--- config.mk ---
export PLATFORM = sky130hd
export DESIGN_NAME = complete_stage
export DESIGN_NICKNAME = d
export VERILOG_FILES = /design/src/design/wb_pkg.sv /design/src/design/rotating_priority_tree.sv /design/src/design/fu_result_buffer.sv /design/src/design/fu_selector.sv /design/src/design/complete_stage.sv
export SDC_FILE = /design/constraint.sdc
export NUM_CORES = 1
export LEC_CHECK = 0
export ABC_AREA = 1
export BUFFER_PORTS_ARGS = -buffer_cell sky130_fd_sc_hd__buf_2
export CAP_MARGIN = 25
export CORE_AREA = 2 2 330 332
export CTS_CLUSTER_SIZE = 20
export DETAILED_ROUTE_END_ITERATION = 10
export DIE_AREA = 0 0 332 334
export PLACE_DENSITY = 0.55
export SETUP_SLACK_MARGIN = 0.4
export SKIP_CTS_REPAIR_TIMING = 1
export SYNTH_ARGS = -nofsm -noshare
export SYNTH_HDL_FRONTEND = slang
export SYNTH_HIERARCHICAL = 1
export SYNTH_SLANG_ARGS = --single-unit
--- constraint.sdc ---
create_clock -name clock -period 11.7 [get_ports clock]
set_input_delay 2.34 -clock clock [delete_from_list [all_inputs] [get_ports clock]]
set_output_delay 2.34 -clock clock [all_outputs]
set_load 0.05 [all_outputs]
--- src/design/wb_pkg.sv ---
////////////////////
// Writeback package
// Slot counts, offsets, widths and the category encoding
////////////////////
`default_nettype none

package wb_pkg;

    // Slots per category
    localparam int NUM_ALU  = 8;
    localparam int NUM_LS   = 4;
    localparam int NUM_MULT = 4;
    localparam int NUM_BEQ  = 4;

    // Exclusive upper slot index of each category
    // Slot order is ALU, LS, MULT, BEQ
    localparam int ALU_OFFSET  = NUM_ALU;
    localparam int LS_OFFSET   = ALU_OFFSET + NUM_LS;
    localparam int MULT_OFFSET = LS_OFFSET + NUM_MULT;
    localparam int BEQ_OFFSET  = MULT_OFFSET + NUM_BEQ;

    localparam int FU_SIZE     = BEQ_OFFSET;
    localparam int FU_IDX_BITS = $clog2(FU_SIZE);

    // Rotation counter spans the widest category
    localparam int CNT_BITS = $clog2(NUM_ALU);

    // Result payload
    localparam int XLEN     = 32;
    localparam int TAG_BITS = 6;

    // Numeric order is priority order, lowest first
    typedef enum logic [1:0] {
        CAT_ALU  = 2'd0,
        CAT_LS   = 2'd1,
        CAT_MULT = 2'd2,
        CAT_BEQ  = 2'd3
    } fu_category_t;

endpackage

`default_nettype wire

--- src/design/rotating_priority_tree.sv ---
////////////////////
// Rotating-priority grant tree
// Recursive halves steered by one counter bit per level
////////////////////
`timescale 1ns/1ps
`default_nettype none

module rotating_priority_tree #(
    parameter int WIDTH = 8
) (
    input  wire  [WIDTH-1:0]         req,
    input  wire                      en,
    input  wire  [$clog2(WIDTH)-1:0] cnt,
    output logic [WIDTH-1:0]         gnt,
    output logic                     req_any
);

    generate
        if (WIDTH == 2) begin : g_cell
            // cnt high prefers the upper request, low prefers the lower one
            assign gnt[1] = en && req[1] && (cnt[0] || !req[0]);
            assign gnt[0] = en && req[0] && (!cnt[0] || !req[1]);
            assign req_any = req[1] || req[0];
        end else begin : g_split
            logic [1:0] half_any;
            logic [1:0] half_en;

            rotating_priority_tree #(
                .WIDTH(WIDTH / 2)
            ) u_upper (
                .req     (req[WIDTH-1:WIDTH/2]),
                .en      (half_en[1]),
                .cnt     (cnt[$clog2(WIDTH)-2:0]),
                .gnt     (gnt[WIDTH-1:WIDTH/2]),
                .req_any (half_any[1])
            );

            rotating_priority_tree #(
                .WIDTH(WIDTH / 2)
            ) u_lower (
                .req     (req[WIDTH/2-1:0]),
                .en      (half_en[0]),
                .cnt     (cnt[$clog2(WIDTH)-2:0]),
                .gnt     (gnt[WIDTH/2-1:0]),
                .req_any (half_any[0])
            );

            // Top bit of cnt steers between the two halves
            rotating_priority_tree #(
                .WIDTH(2)
            ) u_steer (
                .req     (half_any),
                .en      (en),
                .cnt     (cnt[$clog2(WIDTH)-1]),
                .gnt     (half_en),
                .req_any (req_any)
            );
        end
    endgenerate

    // Whole subtree grants at most one requester
    always_comb begin
        assert final ($onehot0(gnt) && ((gnt & ~req) == '0))
            else $error("rotating_priority_tree: bad grant %b for request %b", gnt, req);
    end

endmodule

`default_nettype wire

--- src/design/fu_result_buffer.sv ---
////////////////////
// Result holding register
// One entry between a functional unit and the bus
////////////////////
`timescale 1ns/1ps
`default_nettype none

module fu_result_buffer (
    input  wire                             clock,
    input  wire                             reset,
    input  wire                             done,
    input  wire  [wb_pkg::TAG_BITS-1:0]     tag,
    input  wire  [wb_pkg::XLEN-1:0]         value,
    input  wire                             grant,
    output logic                            ready,
    output logic                            valid,
    output logic [wb_pkg::TAG_BITS-1:0]     held_tag,
    output logic [wb_pkg::XLEN-1:0]         held_value
);

    // Free now, or free at the end of this cycle
    assign ready = !valid || grant;

    always_ff @(posedge clock) begin
        if (reset) begin
            valid <= 1'b0;
        end else if (done) begin
            // New result, possibly replacing one leaving this cycle
            valid <= 1'b1;
        end else if (grant) begin
            valid <= 1'b0;
        end
    end

    always_ff @(posedge clock) begin
        if (done) begin
            held_tag   <= tag;
            held_value <= value;
        end
    end

    // Unit must respect the ready level
    a_done_when_ready: assert property (
        @(posedge clock) disable iff (reset) done |-> ready
    ) else $error("fu_result_buffer: done while not ready");

    // Selector only grants occupied slots
    a_grant_has_valid: assert property (
        @(posedge clock) disable iff (reset) grant |-> valid
    ) else $error("fu_result_buffer: grant to empty slot");

    // Held result is not overwritten before it is broadcast
    a_hold_until_grant: assert property (
        @(posedge clock) disable iff (reset)
        (valid && !grant) |=> (valid && $stable(held_tag) && $stable(held_value))
    ) else $error("fu_result_buffer: pending result changed");

endmodule

`default_nettype wire

--- src/design/fu_selector.sv ---
////////////////////
// Result selector
// Picks one finished slot per cycle for the data bus
////////////////////
`timescale 1ns/1ps
`default_nettype none

module fu_selector (
    input  wire                                                    clock,
    input  wire                                                    reset,
    input  wire  [wb_pkg::FU_SIZE-1:0]                             slot_valid,
    input  wire  [wb_pkg::FU_SIZE-1:0][wb_pkg::TAG_BITS-1:0]       slot_tag,
    input  wire  [wb_pkg::FU_SIZE-1:0][wb_pkg::XLEN-1:0]           slot_value,
    output logic [wb_pkg::FU_SIZE-1:0]                             grant,
    output logic                                                   sel_valid,
    output logic [wb_pkg::FU_IDX_BITS-1:0]                         sel_index,
    output wb_pkg::fu_category_t                                   sel_category,
    output logic [wb_pkg::TAG_BITS-1:0]                            sel_tag,
    output logic [wb_pkg::XLEN-1:0]                                sel_value
);

    logic [3:0]                      cat_req;
    logic [3:0]                      cat_en;
    logic [wb_pkg::CNT_BITS-1:0]     cnt;

    // Free-running rotation counter
    always_ff @(posedge clock) begin
        if (reset) begin
            cnt <= '0;
        end else begin
            cnt <= cnt + wb_pkg::CNT_BITS'(1);
        end
    end

    assign cat_req[0] = |slot_valid[wb_pkg::ALU_OFFSET-1:0];
    assign cat_req[1] = |slot_valid[wb_pkg::LS_OFFSET-1:wb_pkg::ALU_OFFSET];
    assign cat_req[2] = |slot_valid[wb_pkg::MULT_OFFSET-1:wb_pkg::LS_OFFSET];
    assign cat_req[3] = |slot_valid[wb_pkg::BEQ_OFFSET-1:wb_pkg::MULT_OFFSET];

    // Fixed priority: branch, then multiply, then load/store, then ALU
    always_comb begin
        cat_en = '0;
        if (cat_req[3]) begin
            sel_category = wb_pkg::CAT_BEQ;
        end else if (cat_req[2]) begin
            sel_category = wb_pkg::CAT_MULT;
        end else if (cat_req[1]) begin
            sel_category = wb_pkg::CAT_LS;
        end else begin
            sel_category = wb_pkg::CAT_ALU;
        end
        cat_en[sel_category] = cat_req[sel_category];
    end

    rotating_priority_tree #(.WIDTH(wb_pkg::NUM_ALU)) u_alu_tree (
        .req     (slot_valid[wb_pkg::ALU_OFFSET-1:0]),
        .en      (cat_en[0]),
        .cnt     (cnt),
        .gnt     (grant[wb_pkg::ALU_OFFSET-1:0]),
        .req_any ()
    );

    rotating_priority_tree #(.WIDTH(wb_pkg::NUM_LS)) u_ls_tree (
        .req     (slot_valid[wb_pkg::LS_OFFSET-1:wb_pkg::ALU_OFFSET]),
        .en      (cat_en[1]),
        .cnt     (cnt[1:0]),
        .gnt     (grant[wb_pkg::LS_OFFSET-1:wb_pkg::ALU_OFFSET]),
        .req_any ()
    );

    rotating_priority_tree #(.WIDTH(wb_pkg::NUM_MULT)) u_mult_tree (
        .req     (slot_valid[wb_pkg::MULT_OFFSET-1:wb_pkg::LS_OFFSET]),
        .en      (cat_en[2]),
        .cnt     (cnt[1:0]),
        .gnt     (grant[wb_pkg::MULT_OFFSET-1:wb_pkg::LS_OFFSET]),
        .req_any ()
    );

    rotating_priority_tree #(.WIDTH(wb_pkg::NUM_BEQ)) u_beq_tree (
        .req     (slot_valid[wb_pkg::BEQ_OFFSET-1:wb_pkg::MULT_OFFSET]),
        .en      (cat_en[3]),
        .cnt     (cnt[1:0]),
        .gnt     (grant[wb_pkg::BEQ_OFFSET-1:wb_pkg::MULT_OFFSET]),
        .req_any ()
    );

    // One-hot grant to slot index
    always_comb begin
        sel_index = '0;
        for (int i = 0; i < wb_pkg::FU_SIZE; i++) begin
            if (grant[i]) begin
                sel_index = sel_index | wb_pkg::FU_IDX_BITS'(i);
            end
        end
    end

    assign sel_valid = |grant;
    assign sel_tag   = slot_tag[sel_index];
    assign sel_value = slot_value[sel_index];

    a_grant_onehot: assert property (@(posedge clock) disable iff (reset) $onehot0(grant));
    // Some slot is always served when any is pending
    a_no_idle: assert property (@(posedge clock) disable iff (reset) sel_valid == |slot_valid);

endmodule

`default_nettype wire

--- src/design/complete_stage.sv ---
////////////////////
// Completion stage top
// Twenty result slots feeding one common data bus
////////////////////
`timescale 1ns/1ps
`default_nettype none

module complete_stage (
    input  wire                                                clock,
    input  wire                                                reset,
    input  wire  [wb_pkg::FU_SIZE-1:0]                         fu_done,
    input  wire  [wb_pkg::FU_SIZE-1:0][wb_pkg::TAG_BITS-1:0]   fu_tag,
    input  wire  [wb_pkg::FU_SIZE-1:0][wb_pkg::XLEN-1:0]       fu_value,
    output logic [wb_pkg::FU_SIZE-1:0]                         fu_ready,
    output logic                                               cdb_valid,
    output logic [wb_pkg::TAG_BITS-1:0]                        cdb_tag,
    output logic [wb_pkg::XLEN-1:0]                            cdb_value,
    output logic [wb_pkg::FU_IDX_BITS-1:0]                     cdb_fu,
    output wb_pkg::fu_category_t                               cdb_category
);

    logic [wb_pkg::FU_SIZE-1:0]                          slot_valid;
    logic [wb_pkg::FU_SIZE-1:0][wb_pkg::TAG_BITS-1:0]    slot_tag;
    logic [wb_pkg::FU_SIZE-1:0][wb_pkg::XLEN-1:0]        slot_value;
    logic [wb_pkg::FU_SIZE-1:0]                          grant;

    generate
        for (genvar i = 0; i < wb_pkg::FU_SIZE; i++) begin : g_slot
            fu_result_buffer u_buffer (
                .clock      (clock),
                .reset      (reset),
                .done       (fu_done[i]),
                .tag        (fu_tag[i]),
                .value      (fu_value[i]),
                .grant      (grant[i]),
                .ready      (fu_ready[i]),
                .valid      (slot_valid[i]),
                .held_tag   (slot_tag[i]),
                .held_value (slot_value[i])
            );
        end
    endgenerate

    // Selector output goes straight onto the bus
    fu_selector u_selector (
        .clock        (clock),
        .reset        (reset),
        .slot_valid   (slot_valid),
        .slot_tag     (slot_tag),
        .slot_value   (slot_value),
        .grant        (grant),
        .sel_valid    (cdb_valid),
        .sel_index    (cdb_fu),
        .sel_category (cdb_category),
        .sel_tag      (cdb_tag),
        .sel_value    (cdb_value)
    );

endmodule

`default_nettype wire

# Word-level counts from Yosys, hierarchy flattened
# Cells that the tools add are included.
# word_totals
reg_bits	783
input_bits	782
output_inout_bits	66
word_cells	325
# classes
addsub	1
magnitude_cmp	3
n_mux	70
bitwise	1
reduce_logical	189
# ops
cell	n
32-bit binary-select mux with 5-bit select	1
1-bit logical AND	65
1-bit logical OR	64
1-bit two-way mux	44
2-bit nonzero test	20
1-bit logical NOT	35
32-bit two-way mux	1
4-bit two-way mux	8
6-bit binary-select mux with 5-bit select	1
5-bit two-way mux	4
20-bit OR reduction	1
3-bit two-way mux	4
4-bit OR reduction	3
2-bit two-way mux	4
8-bit OR reduction	1
5-bit by 6-bit < comparator with 1-bit output, second input constant	1
6-bit two-way mux	1
4-bit AND	1
3-bit by 1-bit adder with 3-bit output, second input constant	1
2-bit by 3-bit < comparator with 1-bit output, second input constant	1
1-bit binary-select mux with 2-bit select	1
1-bit demux with 2-bit select	1
2-bit by 1-bit >= comparator with 1-bit output, second input constant	1

# Depth between registers and ports, before layout
# logic_depth
word_depth	36
mapped_depth	24

# Modules after synthesis
# Netlist, hierarchy kept.
# modules_own_cells
module	instances	cells_each	area_each_um2	seq_area_each_um2
fu_result_buffer	20	43	1183.6	1161.1
fu_selector	1	2318	10075.9	60.1
rotating_priority_tree (u_selector.u_alu_tree.g_split.u_lower.g_split.u_lower ...)	16	6	27.5	0.0

# Least setup slack after synthesis
# No wires, ideal clock.
# synth_path
path_kind	register to output
from	register g_slot[17].u_buffer.valid
to	output cdb_value[13] in the netlist's numbering
t_arrival_ps	4019
required_ps	9360
slack_ps	5341
stages_incl_launch_ff	23
path_buffers	2
cell_sequence	dfxtp_1 nor4_1 inv_1 nor2_1 a21oi_1 a211oi_1 nand2_1 a21oi_1 nand2_1 a21oi_1 nand2_1 a21oi_1 nor2_2 nand2_1 nor2_2 inv_2 buf_2 clkbuf_1 nand3_1 nand2_1 nand2_1 nand3_1 nand2_1
# synth_via
word_cells_on_any_way	98
cone_classes	2 x order compare; 26 x mux; 1 x bitwise; 69 x reduce/logical
# synth_lines
item	line	rtl
start, declared	fu_result_buffer.sv:16	output logic valid,
start signal, assigned	fu_result_buffer.sv:26	valid <= 1'b0;
start signal, assigned	fu_result_buffer.sv:29	valid <= 1'b1;
start signal, assigned	fu_result_buffer.sv:31	valid <= 1'b0;
4-bit OR reduction *	fu_selector.sv:38	assign cat_req[3] = |slot_valid[wb_pkg::BEQ_OFFSET-1:wb_pkg::MULT_OFFSET];
2-bit two-way mux	fu_selector.sv:43	if (cat_req[3]) begin
2-bit by 3-bit < comparator with 1-bit output (not written as such) / 2-bit by 1-bit >= comparator with 1-bit output (equally long branches)	fu_selector.sv:52	cat_en[sel_category] = cat_req[sel_category];
1-bit logical AND (not written as such)	fu_selector.sv:52	
1-bit two-way mux (not written as such)	fu_selector.sv:52	
1-bit demux with 2-bit select	n/a	
4-bit AND (no source line) *	n/a	
net u_selector.cat_en[3]	fu_selector.sv:23	logic [3:0] cat_en;
1-bit logical AND (4 in series)	rotating_priority_tree.sv:22	assign gnt[0] = en && req[0] && (!cnt[0] || !req[1]);
5-bit two-way mux (3 in series)	fu_selector.sv:91	if (grant[i]) begin
5-bit two-way mux *	fu_selector.sv:91	
32-bit binary-select mux with 5-bit select *	fu_selector.sv:99	assign sel_value = slot_value[sel_index];
32-bit two-way mux (not written as such) *	fu_selector.sv:99	
end, declared	complete_stage.sv:17	output logic [wb_pkg::XLEN-1:0] cdb_value,
# The timed path passes the listed nets; every way through them passes the cells marked *. The select of a mux whose other input is x is not followed.

# Worst setup path after layout
# layout_path
from	register g_slot[17].u_buffer.valid
to	output cdb_value[23] in the netlist's numbering
# The elaborated chain is that of the path after synthesis.

==> key figures <==
Status
  • Run status: finished clean

Placement
  • Half-perimeter wire length after placement: 98,300 um
  • Count of port buffers added during placement: 847
  • Placer Congestion: 0.846
  • Post-placement cell count: 5,405

Detailed routing
  • Met3 routed WL: 10,600 um
  • Mean routed wirelength per cell: 25.3 um
  • Highest routed metal layer: met5
  • First-pass DRT Iterations: 5
  • Length of routed met2 wiring: 68,500 um
  • Via Count: 27,000
  • DRC violations left: 0
  • DR iter-0 viols: 2,372
  • Total wire length after detailed routing: 142,000 um
  • Wl on met1: 57,900 um
  • Vias per inst: 4.82
  • Final ANT Viol Nets: 0

Global routing
  • GRT Resource Usage Total: 24.9%
  • Total global routing overflow: 0
  • Antenna violations before repair: 69
  • First-pass GRT wire length: 195,000 um
  • Vias in the first global route: 26,200
  • Largest net degree at the start of global routing: 189

Floorplan
  • Horiz. Die Dim: 332 um
  • Die area: 111,000 um^2
  • Site row count: 121
  • Effective utilization at floorplan: 31.7%
  • IO Pins: 848
  • Area of the core: 108,000 um^2
  • Vert. Die Dim: 334 um

Final layout
  • Highest-count cells in the layout ignoring fill and taps: buf_2 (847), edfxtp_1 (760), nand2_1 (759), inv_1 (633), nand3_1 (571)
  • Commonest non-fill, non-tap cell in the layout: buf_2
  • Number of nets at the end of the flow: 4,865
  • Relative area change from synthesis to final layout: 24.8%
  • Share of final-layout standard cells stronger than drive strength 1: 25.6%
  • Filler cell count in the final layout: 10,800
  • Post-route insts no fill: 5,608

Pwr
  • Part of the total power dissipated in combinational logic: 20.6%
  • P per Cell Area: 180 nW/um^2
  • P_int: 5.28 mW
  • Fraction of power spent switching nets: 31.4%
  • Maximum vdd ir drop: 0.000111 V
  • Flop pwr share: 44.1%
  • Net load switching power: 2.41 mW
  • Leak: 19.5 nW
  • Share of total power in the clock network: 35.4%

Synthesis
  • Synth Net Count: 4,053
  • Post-Syn Instances: 3,270
  • Post-synthesis instance area: 34,200 um^2
  • Mean area per synthesized cell: 10.4 um^2
  • Synth warn: 6

Timing
  • Setup total negative slack: 0 ns
  • Worst rel slew slack: 17.2%
  • Number of hold violations in the final report: 0
  • Final worst path period share: 75.9%
  • Final setup violating endpoints: 0
  • Tightest Pin Transition: 1.24 ns
  • Maximum clock frequency: 113 MHz
  • Setup repair after global routing missed its margin: false
  • Setup Skew: 0.0126 ns
  • Worst-case hold slack: 0.522 ns
  • Max-slew violation count: 0
  • Minimum clock period: 8.88 ns

Job
  • Max-capacitance violation count: 0

Clock network
  • Clock root buffer: clkbuf_16
  • Maximum level of the CTS H-tree: 3
  • Reg clk slew, reported paths: 0.06 ns
  • Cts bufs inserted: 89
  • Clock tree from TritonCTS: done
  • # clock sinks: 783
  • CTS Buffer Depth: 3
  • Insertion delay to the later sink of the worst-skew pair: 0.65 ns

Setup path
  • R2R Path End: g_slot[1].u_buffer/valid
  • Crit Path Max Fanout: 188
  • Worst EP required: 9.36 ns
  • Setup Crit Path Kind: reg -> out
  • Startpoint types: flop
  • Crit path capture type: primary output
  • Reg-to-reg startpoint: g_slot[17].u_buffer/valid
  • R2R depth: 14
  • CP arrival: 6.54 ns
  • Reg2Reg Setup Slack: 8.96 ns

Min path
  • Endpoint of the worst hold path: g_slot[14].u_buffer/valid
  • Startpoint of the lowest-slack hold path: g_slot[14].u_buffer/valid
  • Worst Hold Path Cells: 2
  • Worst min-delay path class: reg -> reg
==> power groups by stage <==
stage	clock network, mW	registers [mW]	logic [mW]
final	2.72	3.39	1.58
after global routing	2.88	3.41	1.71
after CTS	2.77	3.39	1.61
after detailed placement	0	3.45	1.60
after global placement	0	3.44	1.60
after floorplan	0	3.43	0.873
==> worst max path at each step <==
| stage | from | to | slack [ns] |
|---|---|---|---|
| 2_1_floorplan | g_slot[17].u_buffer/valid | cdb_value[13] | 5.34 |
| 3_3_place_gp | g_slot[17].u_buffer/valid | cdb_value[27] | 3.41 |
| 3_5_place_dp | g_slot[17].u_buffer/valid | cdb_tag[1] | 3.47 |
| 4_1_cts | g_slot[17].u_buffer/valid | cdb_tag[1] | 2.73 |
| 5_1_grt | g_slot[17].u_buffer/valid | cdb_value[26] | 2.14 |
| 6_report | g_slot[17].u_buffer/valid | cdb_value[23] | 2.82 |
==> critical path, stage by stage, from the launching register on <==
cell	delay (ns)
dfxtp_1	0.34
nor4_1	0.54
inv_1	0.17
nor2_1	0.20
a21oi_1	0.07
a211oi_1	0.25
nand2_1	0.08
a21oi_1	0.16
nand2_1	0.07
a21oi_1	0.16
nand2_1	0.08
a21oi_1	0.23
nor2_1	0.11
nand2_2	0.06
buf_4	0.48
clkinv_2	0.23
nand2_8	0.43
buf_12	0.56
nand2_1	0.13
nand3_1	0.11
nand3_1	0.27
nand2_1	0.17
nand2_1	0.17
nand3_1	0.18
nand2_1	0.07
buf_2	0.21
==> area by class of cell <==
class,instances,area [um^2],share of cell area [%]
repair buffers,889,4590,10.8
well taps,1414,1770,4.15
diodes,41,103,0.241
inverters,637,2390,5.62
clock buffers,108,2360,5.54
clock inverters,54,429,1.01
flip-flops and latches,783,23300,54.6
multi-input cells,1682,7710,18.1
==> state kept, by name (all words and copies together), names as in the netlist <==
| signal | flops |
|---|---|
| u_selector/cnt | 3 |
| g_slot.u_buffer/valid | 20 |
| g_slot.u_buffer/held_value | 640 |
| g_slot.u_buffer/held_tag | 120 |
==> metrics by stage <==
step | instance area [um^2] | util (%) | total power [mW] | setup slack (ns)
after global routing | 42600 | 39.5 | 8.00 | 2.14
after detailed placement | 39700 | 36.9 | 5.05 | 3.47
after global placement | 39700 | 36.9 | 5.05 | 3.41
final | 42600 | 39.6 | 7.69 | 2.82
after CTS | 42500 | 39.5 | 7.77 | 2.73
after floorplan | 34200 | - | 4.30 | 5.34
==> metal layers <==
layer | vias to the layer above | global-route usage (%)
met5 | - | 0
met1 | 13100 | 32.1
li1 | 12400 | -
met3 | 252 | 5.05
met4 | 42 | 9.01
met2 | 1259 | 41.6
Note: power is estimated with default switching activity, not from simulation.
